==> config.mk <==
export PLATFORM = sky130hd
export DESIGN_NAME = bch_eras_dec_top
export DESIGN_NICKNAME = d
export VERILOG_FILES = /design/src/hw/bch_pkg.sv /design/src/hw/bch_wb_regs.sv /design/src/hw/bch_eras_syndrome.sv /design/src/hw/bch_eras_berlekamp_ribm_t_by_t.sv /design/src/hw/bch_eras_chien.sv /design/src/hw/bch_eras_dec_top.sv
export SDC_FILE = /design/constraint.sdc
export NUM_CORES = 1
export LEC_CHECK = 0
export BUFFER_PORTS_ARGS = -buffer_cell sky130_fd_sc_hd__buf_4
export CAP_MARGIN = 5
export CORE_MARGIN = 5
export CORE_UTILIZATION = 39
export CTS_CLUSTER_SIZE = 25
export DETAILED_ROUTE_END_ITERATION = 12
export GPL_TIMING_DRIVEN = 0
export MAX_ROUTING_LAYER = met4
export PLACE_DENSITY = 0.6
export SLEW_MARGIN = 0
export SYNTH_ARGS = -nofsm -noshare
export SYNTH_HDL_FRONTEND = slang
export SYNTH_SLANG_ARGS = --single-unit
==> constraint.sdc <==
create_clock -name iclk -period 4.37 [get_ports iclk]
set_clock_uncertainty 0.05 [all_clocks]
set_input_delay 0.437 -clock iclk [delete_from_list [all_inputs] [get_ports iclk]]
set_output_delay 0.437 -clock iclk [all_outputs]
set_load 0.05 [all_outputs]
==> src/hw/bch_pkg.sv <==
// BCH(15,5) erasure decoder shared constants, vector types, packet structs
// and GF(2^4) arithmetic helpers
package bch_pkg;

  // ---------------------------------------------------------------------------
  // code constants
  // ---------------------------------------------------------------------------
  localparam int cM       = 4;
  localparam int cN       = 15;
  localparam int cT       = 3;
  localparam int cT2      = 6;
  localparam int cIRRPOL  = 19;

  // berlekamp counters: iteration and step within iteration
  localparam int cCNT_W   = $clog2(cT + 1);
  localparam int cTCNT_W  = $clog2(cT2 + 1);

  // wishbone bus
  localparam int cWB_ADDR_W = 2;
  localparam int cWB_DATA_W = 32;

  // ---------------------------------------------------------------------------
  // types
  // ---------------------------------------------------------------------------
  typedef logic [cM-1:0]  data_t;
  // bit i holds coefficient of x^i
  typedef logic [cN-1:0]  word_t;
  typedef logic [1:0]     tag_t;
  typedef logic [2:0]     corr_cnt_t;

  // S1..S6 of one fill
  typedef data_t [cT2:1]  syndrome_set_t;
  // locator coefficients 0..t
  typedef data_t [cT:0]   loc_poly_t;

  typedef struct packed {
    syndrome_set_t  s_zero;
    syndrome_set_t  s_one;
    word_t          w_zero;
    word_t          w_one;
    tag_t           tag;
  } synd_pkt_t;

  typedef struct packed {
    loc_poly_t  l_zero;
    loc_poly_t  l_one;
    word_t      w_zero;
    word_t      w_one;
    tag_t       tag;
  } loc_pkt_t;

  typedef struct packed {
    word_t      word;
    tag_t       tag;
    logic       fail;
    corr_cnt_t  cnt;
  } dec_rslt_t;

  // ---------------------------------------------------------------------------
  // GF(2^4) helpers
  // ---------------------------------------------------------------------------
  // shift and add multiply, reduced by field polynomial
  function automatic data_t gf_mult(data_t a, data_t b);
    logic [cM:0]   aa;
    logic [cM-1:0] acc;
    aa  = {1'b0, a};
    acc = '0;
    for (int i = 0; i < cM; i++) begin
      if (b[i]) acc = acc ^ aa[cM-1:0];
      aa = aa << 1;
      if (aa[cM]) aa = aa ^ cIRRPOL[cM:0];
    end
    return acc;
  endfunction

  // alpha^p, exponent taken mod 15
  function automatic data_t gf_alpha_pow(int p);
    case (p % cN)
      0:  return 4'h1;
      1:  return 4'h2;
      2:  return 4'h4;
      3:  return 4'h8;
      4:  return 4'h3;
      5:  return 4'h6;
      6:  return 4'hC;
      7:  return 4'hB;
      8:  return 4'h5;
      9:  return 4'hA;
      10: return 4'h7;
      11: return 4'hE;
      12: return 4'hF;
      13: return 4'hD;
      default: return 4'h9;
    endcase
  endfunction

endpackage

==> src/hw/bch_wb_regs.sv <==
// Wishbone classic slave with word, mask, tag and start registers
// plus latched result and status readback
`timescale 1ns/1ps

module bch_wb_regs
  import bch_pkg::*;
(
  input  logic                    iclk,
  input  logic                    ireset,
  input  logic                    wb_cyc,
  input  logic                    wb_stb,
  input  logic                    wb_we,
  input  logic [cWB_ADDR_W-1:0]   wb_adr,
  input  logic [cWB_DATA_W-1:0]   wb_dat_i,
  output logic [cWB_DATA_W-1:0]   wb_dat_o,
  output logic                    wb_ack,
  output logic                    start,
  output word_t                   rx_word,
  output word_t                   eras_mask,
  output tag_t                    tag,
  input  logic                    rslt_val,
  input  dec_rslt_t               rslt
);

  logic       busy;
  logic       done;
  dec_rslt_t  rslt_q;
  logic       access;
  logic       start_req;
  logic       go;

  // new cycle not yet acked
  assign access    = wb_cyc & wb_stb & ~wb_ack;
  assign start_req = wb_we & (wb_adr == 2'd1) & wb_dat_i[31];
  // start write waits while a block is in flight
  assign go        = access & ~(start_req & busy);

  always_ff @(posedge iclk or posedge ireset) begin
    if (ireset) begin
      wb_ack <= 1'b0;
      start  <= 1'b0;
      busy   <= 1'b0;
      done   <= 1'b0;
      rslt_q <= '0;
    end else begin
      wb_ack <= go;
      start  <= go & start_req;
      if (go & start_req) begin
        busy <= 1'b1;
        done <= 1'b0;
      end else if (rslt_val) begin
        busy   <= 1'b0;
        done   <= 1'b1;
        rslt_q <= rslt;
      end
    end
  end

  // write registers, payload only
  always_ff @(posedge iclk) begin
    if (go & wb_we) begin
      case (wb_adr)
        2'd0: rx_word <= wb_dat_i[cN-1:0];
        2'd1: begin
          eras_mask <= wb_dat_i[cN-1:0];
          tag       <= wb_dat_i[17:16];
        end
        default: ;
      endcase
    end
  end

  // read mux
  always_comb begin
    case (wb_adr)
      2'd0:    wb_dat_o = {17'd0, rx_word};
      2'd1:    wb_dat_o = {14'd0, tag, 1'b0, eras_mask};
      2'd2:    wb_dat_o = {25'd0, rslt_q.cnt, rslt_q.tag, rslt_q.fail, done};
      default: wb_dat_o = {17'd0, rslt_q.word};
    endcase
  end

endmodule

==> src/hw/bch_eras_syndrome.sv <==
// syndrome unit, two erasure fills evaluated bit-serially by Horner rule
`timescale 1ns/1ps

module bch_eras_syndrome
  import bch_pkg::*;
(
  input  logic       iclk,
  input  logic       ireset,
  input  logic       start,
  input  word_t      rx_word,
  input  word_t      eras_mask,
  input  tag_t       tag,
  output logic       synd_val,
  output synd_pkt_t  synd
);

  enum logic {cIDLE, cRUN} state;

  logic [3:0]  cnt;
  word_t       fill0;
  word_t       fill1;
  word_t       sh0;
  word_t       sh1;

  // erased positions forced low / high
  assign fill0 = rx_word & ~eras_mask;
  assign fill1 = rx_word | eras_mask;

  // ---------------------------------------------------------------------------
  // control
  // ---------------------------------------------------------------------------
  always_ff @(posedge iclk or posedge ireset) begin
    if (ireset) begin
      state    <= cIDLE;
      cnt      <= '0;
      synd_val <= 1'b0;
    end else begin
      synd_val <= 1'b0;
      case (state)
        cIDLE: if (start) begin
          state <= cRUN;
          cnt   <= '0;
        end
        default: begin
          cnt <= cnt + 1'b1;
          // 14 more bits after the first one taken at start
          if (cnt == 4'd13) begin
            state    <= cIDLE;
            synd_val <= 1'b1;
          end
        end
      endcase
    end
  end

  // ---------------------------------------------------------------------------
  // horner accumulators, high bit first
  // ---------------------------------------------------------------------------
  always_ff @(posedge iclk) begin
    if (state == cIDLE && start) begin
      sh0         <= fill0 << 1;
      sh1         <= fill1 << 1;
      synd.w_zero <= fill0;
      synd.w_one  <= fill1;
      synd.tag    <= tag;
      // first step from a zero accumulator is just the top bit
      for (int j = 1; j <= cT2; j++) begin
        synd.s_zero[j] <= {3'd0, fill0[cN-1]};
        synd.s_one[j]  <= {3'd0, fill1[cN-1]};
      end
    end else if (state == cRUN) begin
      sh0 <= sh0 << 1;
      sh1 <= sh1 << 1;
      for (int j = 1; j <= cT2; j++) begin
        synd.s_zero[j] <= gf_mult(synd.s_zero[j], gf_alpha_pow(j)) ^ {3'd0, sh0[cN-1]};
        synd.s_one[j]  <= gf_mult(synd.s_one[j], gf_alpha_pow(j)) ^ {3'd0, sh1[cN-1]};
      end
    end
  end

endmodule

==> src/hw/bch_eras_berlekamp_ribm_t_by_t.sv <==
// two-pass inversionless Berlekamp-Massey unit for binary BCH, t = 3
// one multiplier pair shared over every step of both passes
`timescale 1ns/1ps

module bch_eras_berlekamp_ribm_t_by_t
  import bch_pkg::*;
(
  input  logic       iclk,
  input  logic       ireset,
  input  logic       synd_val,
  input  synd_pkt_t  synd,
  output logic       loc_val,
  output loc_pkt_t   loc
);

  enum logic [1:0] {cWAIT, cSTEP1, cRELOAD, cSTEP2} state;

  // iteration 0..t-1, t marks the closing cycle of a pass
  logic [cCNT_W-1:0]   cnt;
  // step inside one iteration, 0..t2
  logic [cTCNT_W-1:0]  tcnt;
  logic                stepping;
  logic                iter_end;
  logic                pass_end;

  syndrome_set_t  sy;
  syndrome_set_t  s1_lat;
  loc_poly_t      lam;
  loc_poly_t      lam_n;
  loc_poly_t      b;
  loc_poly_t      l0_hold;
  data_t          gam;
  data_t          delta;
  logic signed [3:0] kv;

  // per block context carried to the output packet
  word_t  w0_q;
  word_t  w1_q;
  tag_t   tag_q;

  data_t  m1a, m1b, m2a, m2b;
  data_t  p1, p2;

  assign stepping = (state == cSTEP1 || state == cSTEP2) && (cnt != cT[cCNT_W-1:0]);
  assign iter_end = (tcnt == cT2[cTCNT_W-1:0]);
  assign pass_end = (cnt == cT[cCNT_W-1:0]);

  // S(idx) of the running pass, zero outside 1..t2
  function automatic data_t s_at(syndrome_set_t s, int idx);
    if (idx < 1 || idx > cT2) return '0;
    return s[idx];
  endfunction

  // ---------------------------------------------------------------------------
  // FSM and counters
  // ---------------------------------------------------------------------------
  always_ff @(posedge iclk or posedge ireset) begin
    if (ireset) begin
      state   <= cWAIT;
      cnt     <= '0;
      tcnt    <= '0;
      loc_val <= 1'b0;
    end else begin
      loc_val <= (state == cSTEP2) && stepping && iter_end && (cnt == cCNT_W'(cT - 1));
      case (state)
        cWAIT:   if (synd_val) state <= cSTEP1;
        cSTEP1:  if (pass_end) state <= cRELOAD;
        cRELOAD: state <= cSTEP2;
        default: if (pass_end) state <= cWAIT;
      endcase
      if (stepping) begin
        tcnt <= iter_end ? '0 : tcnt + 1'b1;
        if (iter_end) cnt <= cnt + 1'b1;
      end else begin
        tcnt <= '0;
        cnt  <= '0;
      end
    end
  end

  // ---------------------------------------------------------------------------
  // shared multiplier pair
  // steps 0,1 build delta, steps 2..5 update one coefficient each
  // ---------------------------------------------------------------------------
  always_comb begin
    int r;
    int i;
    r   = 2 * int'(cnt);
    i   = int'(tcnt) - 2;
    m1a = '0;
    m1b = '0;
    m2a = '0;
    m2b = '0;
    if (tcnt == 3'd0) begin
      m1a = lam[0];
      m1b = s_at(sy, r + 1);
      m2a = lam[1];
      m2b = s_at(sy, r);
    end else if (tcnt == 3'd1) begin
      m1a = lam[2];
      m1b = s_at(sy, r - 1);
      m2a = lam[3];
      m2b = s_at(sy, r - 2);
    end else if (i >= 0 && i <= cT) begin
      // gamma*lambda_i + delta*b_(i-1)
      m1a = gam;
      m1b = lam[i];
      m2a = delta;
      m2b = (i == 0) ? '0 : b[i-1];
    end
  end

  assign p1 = gf_mult(m1a, m1b);
  assign p2 = gf_mult(m2a, m2b);

  // ---------------------------------------------------------------------------
  // datapath
  // ---------------------------------------------------------------------------
  always_ff @(posedge iclk) begin
    if ((state == cWAIT && synd_val) || state == cRELOAD) begin
      // lambda = b = gamma = 1, k = 0
      lam   <= loc_poly_t'(1);
      b     <= loc_poly_t'(1);
      gam   <= data_t'(1);
      kv    <= '0;
      delta <= '0;
    end else if (stepping) begin
      if (tcnt == 3'd0) begin
        delta <= p1 ^ p2;
      end else if (tcnt == 3'd1) begin
        delta <= delta ^ p1 ^ p2;
      end else if (!iter_end) begin
        lam_n[tcnt-2] <= p1 ^ p2;
      end else begin
        lam <= lam_n;
        // odd step folded in, so b moves by x or x^2
        if (delta != '0 && !kv[3]) begin
          b   <= {lam[cT-1:0], data_t'(0)};
          gam <= delta;
          kv  <= -kv;
        end else begin
          b  <= {b[cT-2:0], data_t'(0), data_t'(0)};
          kv <= kv + 4'sd2;
        end
      end
    end
    // per block context
    if (state == cWAIT && synd_val) begin
      sy     <= synd.s_zero;
      s1_lat <= synd.s_one;
      w0_q   <= synd.w_zero;
      w1_q   <= synd.w_one;
      tag_q  <= synd.tag;
    end
    if (state == cRELOAD) begin
      sy      <= s1_lat;
      l0_hold <= lam;
    end
  end

  // field order l_zero, l_one, w_zero, w_one, tag
  assign loc = {l0_hold, lam, w0_q, w1_q, tag_q};

endmodule

==> src/hw/bch_eras_chien.sv <==
// Chien search over both locators, candidate choice and word correction
`timescale 1ns/1ps

module bch_eras_chien
  import bch_pkg::*;
(
  input  logic       iclk,
  input  logic       ireset,
  input  logic       loc_val,
  input  loc_pkt_t   loc,
  output logic       rslt_val,
  output dec_rslt_t  rslt
);

  logic        run;
  logic [3:0]  pos;
  loc_poly_t   term  [2];
  word_t       cw    [2];
  word_t       base0;
  logic [3:0]  roots [2];
  logic [1:0]  deg   [2];
  tag_t        tag_q;
  logic        valid [2];
  logic        pick1;

  // highest nonzero coefficient
  function automatic logic [1:0] poly_deg(loc_poly_t p);
    logic [1:0] d;
    d = '0;
    for (int j = 1; j <= cT; j++) begin
      if (p[j] != '0) d = 2'(j);
    end
    return d;
  endfunction

  // ---------------------------------------------------------------------------
  // control, one position per cycle
  // ---------------------------------------------------------------------------
  always_ff @(posedge iclk or posedge ireset) begin
    if (ireset) begin
      run      <= 1'b0;
      pos      <= '0;
      rslt_val <= 1'b0;
    end else begin
      rslt_val <= run && (pos == 4'(cN - 1));
      if (loc_val) begin
        run <= 1'b1;
        pos <= '0;
      end else if (run) begin
        pos <= pos + 1'b1;
        if (pos == 4'(cN - 1)) run <= 1'b0;
      end
    end
  end

  // ---------------------------------------------------------------------------
  // search datapath
  // ---------------------------------------------------------------------------
  always_ff @(posedge iclk) begin
    if (loc_val) begin
      term[0]  <= loc.l_zero;
      term[1]  <= loc.l_one;
      cw[0]    <= loc.w_zero;
      cw[1]    <= loc.w_one;
      base0    <= loc.w_zero;
      deg[0]   <= poly_deg(loc.l_zero);
      deg[1]   <= poly_deg(loc.l_one);
      roots[0] <= '0;
      roots[1] <= '0;
      tag_q    <= loc.tag;
    end else if (run) begin
      for (int c = 0; c < 2; c++) begin
        // lambda(alpha^-pos) == 0 marks an error at pos
        if ((term[c][0] ^ term[c][1] ^ term[c][2] ^ term[c][3]) == '0) begin
          cw[c][pos] <= ~cw[c][pos];
          roots[c]   <= roots[c] + 1'b1;
        end
        // term j steps by alpha^-j
        for (int j = 0; j <= cT; j++) begin
          term[c][j] <= gf_mult(term[c][j], gf_alpha_pow(cN - j));
        end
      end
    end
  end

  // ---------------------------------------------------------------------------
  // candidate choice, tie keeps zero fill
  // ---------------------------------------------------------------------------
  assign valid[0] = (roots[0] == {2'b00, deg[0]});
  assign valid[1] = (roots[1] == {2'b00, deg[1]});
  assign pick1    = valid[1] && (!valid[0] || roots[1] < roots[0]);

  always_comb begin
    rslt.tag = tag_q;
    if (pick1) begin
      rslt.word = cw[1];
      rslt.fail = 1'b0;
      rslt.cnt  = roots[1][2:0];
    end else if (valid[0]) begin
      rslt.word = cw[0];
      rslt.fail = 1'b0;
      rslt.cnt  = roots[0][2:0];
    end else begin
      // no valid candidate, pass zero-filled word
      rslt.word = base0;
      rslt.fail = 1'b1;
      rslt.cnt  = '0;
    end
  end

endmodule

==> src/hw/bch_eras_dec_top.sv <==
// decoder top, bus slave followed by syndrome, Berlekamp and Chien stages
`timescale 1ns/1ps

module bch_eras_dec_top
  import bch_pkg::*;
(
  input  logic                    iclk,
  input  logic                    ireset,
  input  logic                    wb_cyc,
  input  logic                    wb_stb,
  input  logic                    wb_we,
  input  logic [cWB_ADDR_W-1:0]   wb_adr,
  input  logic [cWB_DATA_W-1:0]   wb_dat_i,
  output logic [cWB_DATA_W-1:0]   wb_dat_o,
  output logic                    wb_ack
);

  logic       start;
  word_t      rx_word;
  word_t      eras_mask;
  tag_t       tag;
  logic       synd_val;
  synd_pkt_t  synd;
  logic       loc_val;
  loc_pkt_t   loc;
  logic       rslt_val;
  dec_rslt_t  rslt;

  bch_wb_regs i_bch_wb_regs (
    .iclk      (iclk),
    .ireset    (ireset),
    .wb_cyc    (wb_cyc),
    .wb_stb    (wb_stb),
    .wb_we     (wb_we),
    .wb_adr    (wb_adr),
    .wb_dat_i  (wb_dat_i),
    .wb_dat_o  (wb_dat_o),
    .wb_ack    (wb_ack),
    .start     (start),
    .rx_word   (rx_word),
    .eras_mask (eras_mask),
    .tag       (tag),
    .rslt_val  (rslt_val),
    .rslt      (rslt)
  );

  bch_eras_syndrome i_bch_eras_syndrome (
    .iclk      (iclk),
    .ireset    (ireset),
    .start     (start),
    .rx_word   (rx_word),
    .eras_mask (eras_mask),
    .tag       (tag),
    .synd_val  (synd_val),
    .synd      (synd)
  );

  bch_eras_berlekamp_ribm_t_by_t i_bch_eras_berlekamp (
    .iclk      (iclk),
    .ireset    (ireset),
    .synd_val  (synd_val),
    .synd      (synd),
    .loc_val   (loc_val),
    .loc       (loc)
  );

  bch_eras_chien i_bch_eras_chien (
    .iclk      (iclk),
    .ireset    (ireset),
    .loc_val   (loc_val),
    .loc       (loc),
    .rslt_val  (rslt_val),
    .rslt      (rslt)
  );

endmodule

==> impl_results.md <==
* Fraction of registers with async set/reset at 10.5%
* Routed metal-1 wirelength at 21,600 µm
* Avg WL per Cell at 19.2 µm
* Non-filler instance count after layout at 2,412
* Crit path cell chain: nand2b_1 > buf_2 > nor3_1 > clkbuf_1 > o21ai_0 > nand2_1 > a221o_1 > clkbuf_1 > nand2_1 > buf_2 > o21a_1
* Fin. max-slew vios at 0
* Top FF cell, synth: edfxtp_1
* Worst Max-Slew Pin Slew at 1.19 ns
* FILL cells at 4,514
* Die Wd at 235 µm
* Total GRT Usage at 16.8%
* Hold_sp: wb_cyc
* Reg2reg start: i_bch_eras_berlekamp.loc_val
* Pin count of the biggest net entering global routing at 58
* Leak at 8.32 nW
* Req. time, crit path at 4.64 ns
* Antenna violations before repair at 1
* R2R setup slack at 0.28 ns
* Clk pin slew, worst setup/hold paths at 0.06 ns
* Top cells by count, synth: edfxtp_1, nand2_1, o21ai_0
* Synth Register Bits at 428
* Share of cells above drive strength 1 at 16.4%
* CTS tree: built
* Worst setup SP type: flip-flop
* CTS resizes at 0
* # nets final at 1,769
* Post-DP HPWL at 32,500 µm
* Critical path arrival at 4.37 ns
* Grt ovf at 0
* EDFF count, synth at 307
* Top sig layer: met4
* Clk buf depth at 3
* Distinct cells, synth at 73
* Final setup viols at 0
* Crit path max-delay cell type: dfrtp_1
* Peak Freq at 244 MHz
* TritonCTS Buffers at 45
* Reg-to-Reg End: i_bch_eras_chien.cw[0][9]
* 1st-iter DRT viols at 878
* Count leader, synth: edfxtp_1
* Hold Path End: i_bch_wb_regs.wb_ack
* Top cells by area, synth: edfxtp_1, dfxtp_1, dfrtp_1, mux2_2, nand2_1
* # rows at 82
* First-pass GRT wire length at 72,000 µm
* CP Capture Type: flip-flop
* Root buf cell: clkbuf_16
* RD Place Congestion at 0.882
* Met2 routed WL at 21,500 µm
* I/O Pins at 72
* Routed Antenna Nets at 0
* Kind of critical path: reg -> reg
* Sequential area share after synthesis at 60.0%
* Hold path cells at 3
* Final Hold Vio Count at 0
* Syn_area_per_cell at 12.5 µm²
* Critical path fanouts, max at 25
* Initial Utilization at 39.4%
* Number of synthesis warnings at 0
* IO buf count at 40
* Synthesis-to-layout area growth at 14.5%
* Period utilisation layout at 93.7%
* Vias post-DR at 12,478
* CP delay by family, top: simple AND/OR/NAND/NOR gates
* WL met3 at 2220 µm
* Worst vdd ir at 0.322 mV
* Status: complete, no violations
* Placed Instances at 2,310
* Die Footprint at 0.0553 mm²
* Max incr delay on CP at 0.83 ns
* Post-synth top area cell: edfxtp_1
* Clock latency on the worst-skew pair at 0.57 ns
* Post-synthesis cell count at 1,581
* Power per Cell Area at 577 mW/mm²
* Vias in the first global route at 12,384
* DR pass1 iterations at 5
* Period minus WS final at 4.09 ns
* Unrepaired setup endpoints after global routing: no
* Htree depth at 2
* Hold Path Class: in -> reg
* Via density at 5.17
* Worst relative slew slack at 20.8%
* Register-to-Register Path Depth at 11
* Buf/Inv on CP at 4
* Total core area at 0.0502 mm²
* Residual DRC at 0
* Setup Total Neg Slack at 0 ns
* Final wirelength at 46,400 µm
* Total of max-cap violations at 0
* Synthesized cell area at 0.0198 mm²
* Die height at 235 µm
* Share of the synthesized area in the top cell type at 46.6%
* Clk sinks at 428
[registers in the layout (all words and copies together), names as in the netlist, 8 cells and up]
name                         cells
i_bch_eras_berlekamp.b          13
i_bch_wb_regs.rslt_q            21
i_bch_eras_berlekamp.lam_n      16
i_bch_eras_berlekamp.loc        32
i_bch_eras_syndrome.synd        80
i_bch_eras_berlekamp.sy         24
i_bch_eras_berlekamp.s1_lat     24
i_bch_wb_regs.rx_word           15
i_bch_eras_berlekamp.w1_q       15
i_bch_eras_syndrome.sh0         14
i_bch_eras_chien.base0          15
i_bch_wb_regs.eras_mask         15
i_bch_eras_chien.cw             30
i_bch_eras_chien.roots           8
i_bch_eras_berlekamp.w0_q       15
i_bch_eras_syndrome.sh1         14
i_bch_eras_chien.term           32
[layout by cell type, fill, tap and decap left out, types with 8 or more instances in the layout]
cell and count:
nand2_1 179, nor2_1 68, nand4_1 10, dfxtp_1 76, nand3_1 15, ha_1 27
o21bai_1 14, a21oi_1 47, clkbuf_1 69, nand2b_1 46, mux4_2 19, nor4_1 8
conb_1 15, and2_1 15, mux2_2 72, a21o_1 22, clkbuf_16 46, dfrtp_1 45
o21a_1 31, clkinv_2 9, mux2i_1 53, a31o_2 14, a22oi_1 17, o21ai_0 108
buf_1 17, dlygate4sd3_1 18, xnor2_1 59, inv_1 24, or2_2 21, nor2b_1 28
buf_4 58, xor2_1 55, edfxtp_1 307
[per-layer routing]
layer | vias to the layer above | GRT usage, %
met2 | 291 | 26.4
met4 | 0 | 4.72
met3 | 81 | 2.21
met1 | 6188 | 23.0
met5 | - | -
li1 | 5918 | -
[cells by family after synthesis]
| group | synth area share, % |
|---|---|
| AOI/OAI and AO/OA | 9.92 |
| xor gates and xnor gates | 5.93 |
| adders and majority gates | 1.71 |
| buffers and inverters | 2.96 |
| DFF | 60.0 |
| muxes | 9.27 |
| other | 0.0190 |
| and+or+nand+nor | 10.2 |
[worst reg2reg max path, stage by stage (launching register included)]
cell      delay [ns]
dfrtp_1         0.83
nand2b_1        0.35
buf_2           0.20
nor3_1          0.61
clkbuf_1        0.45
o21ai_0         0.16
nand2_1         0.10
a221o_1         0.11
clkbuf_1        0.29
nand2_1         0.27
buf_2           0.27
o21a_1          0.14
[per-stage QoR]
step           worst slack, ns  utilization [%]  hold WS [ns]  power [W]  cell area [µm²]
6_report                 0.275             45.1         0.110     0.0131            22600
4_1_cts                  0.308             45.1        0.0727     0.0132            22600
3_3_place_gp             -1.56             41.8         0.350    0.00928            21000
3_5_place_dp             0.321             41.9         0.355    0.00940            21000
2_1_floorplan            0.272                -         0.350    0.00839            19800
5_1_grt                 0.0980             45.1         0.105     0.0137            22600
[power breakdown]
group	internal (W)	switching, W
registers	0.00524	0.000456
clock network	0.00213	0.00159
logic	0.00156	0.00208
total	0.00893	0.00412
[worst max path at each step]
stage,from,to,slack [ns],depth (start not counted)
6_report,i_bch_eras_berlekamp.loc_val,i_bch_eras_chien.cw[0][9],0.28,11
4_1_cts,i_bch_eras_berlekamp.loc_val,i_bch_eras_chien.cw[0][9],0.31,11
5_1_grt,i_bch_eras_chien.pos[0],i_bch_eras_chien.cw[0][5],0.1,14
3_3_place_gp,i_bch_eras_berlekamp.state[0],i_bch_eras_berlekamp.sy[17],-1.56,7
3_5_place_dp,i_bch_eras_berlekamp.loc_val,i_bch_eras_chien.cw[0][9],0.32,11
2_1_floorplan,i_bch_eras_berlekamp.state[0],i_bch_eras_berlekamp.sy[0],0.27,7
[repair_timing]
action,CTS,global route
hold endpoints to repair,41,0
buffers inserted,0,0
hold buffers,18,0
[final cells by class]
| cell class | count | area (µm²) | area share [%] |
|---|---|---|---|
| Clock inverter | 22 | 186 | 0.823 |
| Sequential cell | 428 | 11900 | 52.4 |
| Antenna cell | 1 | 2.50 | 0.0110 |
| Buffer | 103 | 485 | 2.14 |
| Inverter | 27 | 101 | 0.447 |
| Tap cell | 672 | 841 | 3.71 |
| Clock buffer | 61 | 1250 | 5.51 |
| Timing Repair Buffer | 61 | 532 | 2.35 |
| Multi-Input combinational cell | 1037 | 7390 | 32.6 |
No activity file was read; power rests on OpenSTA's default activity.
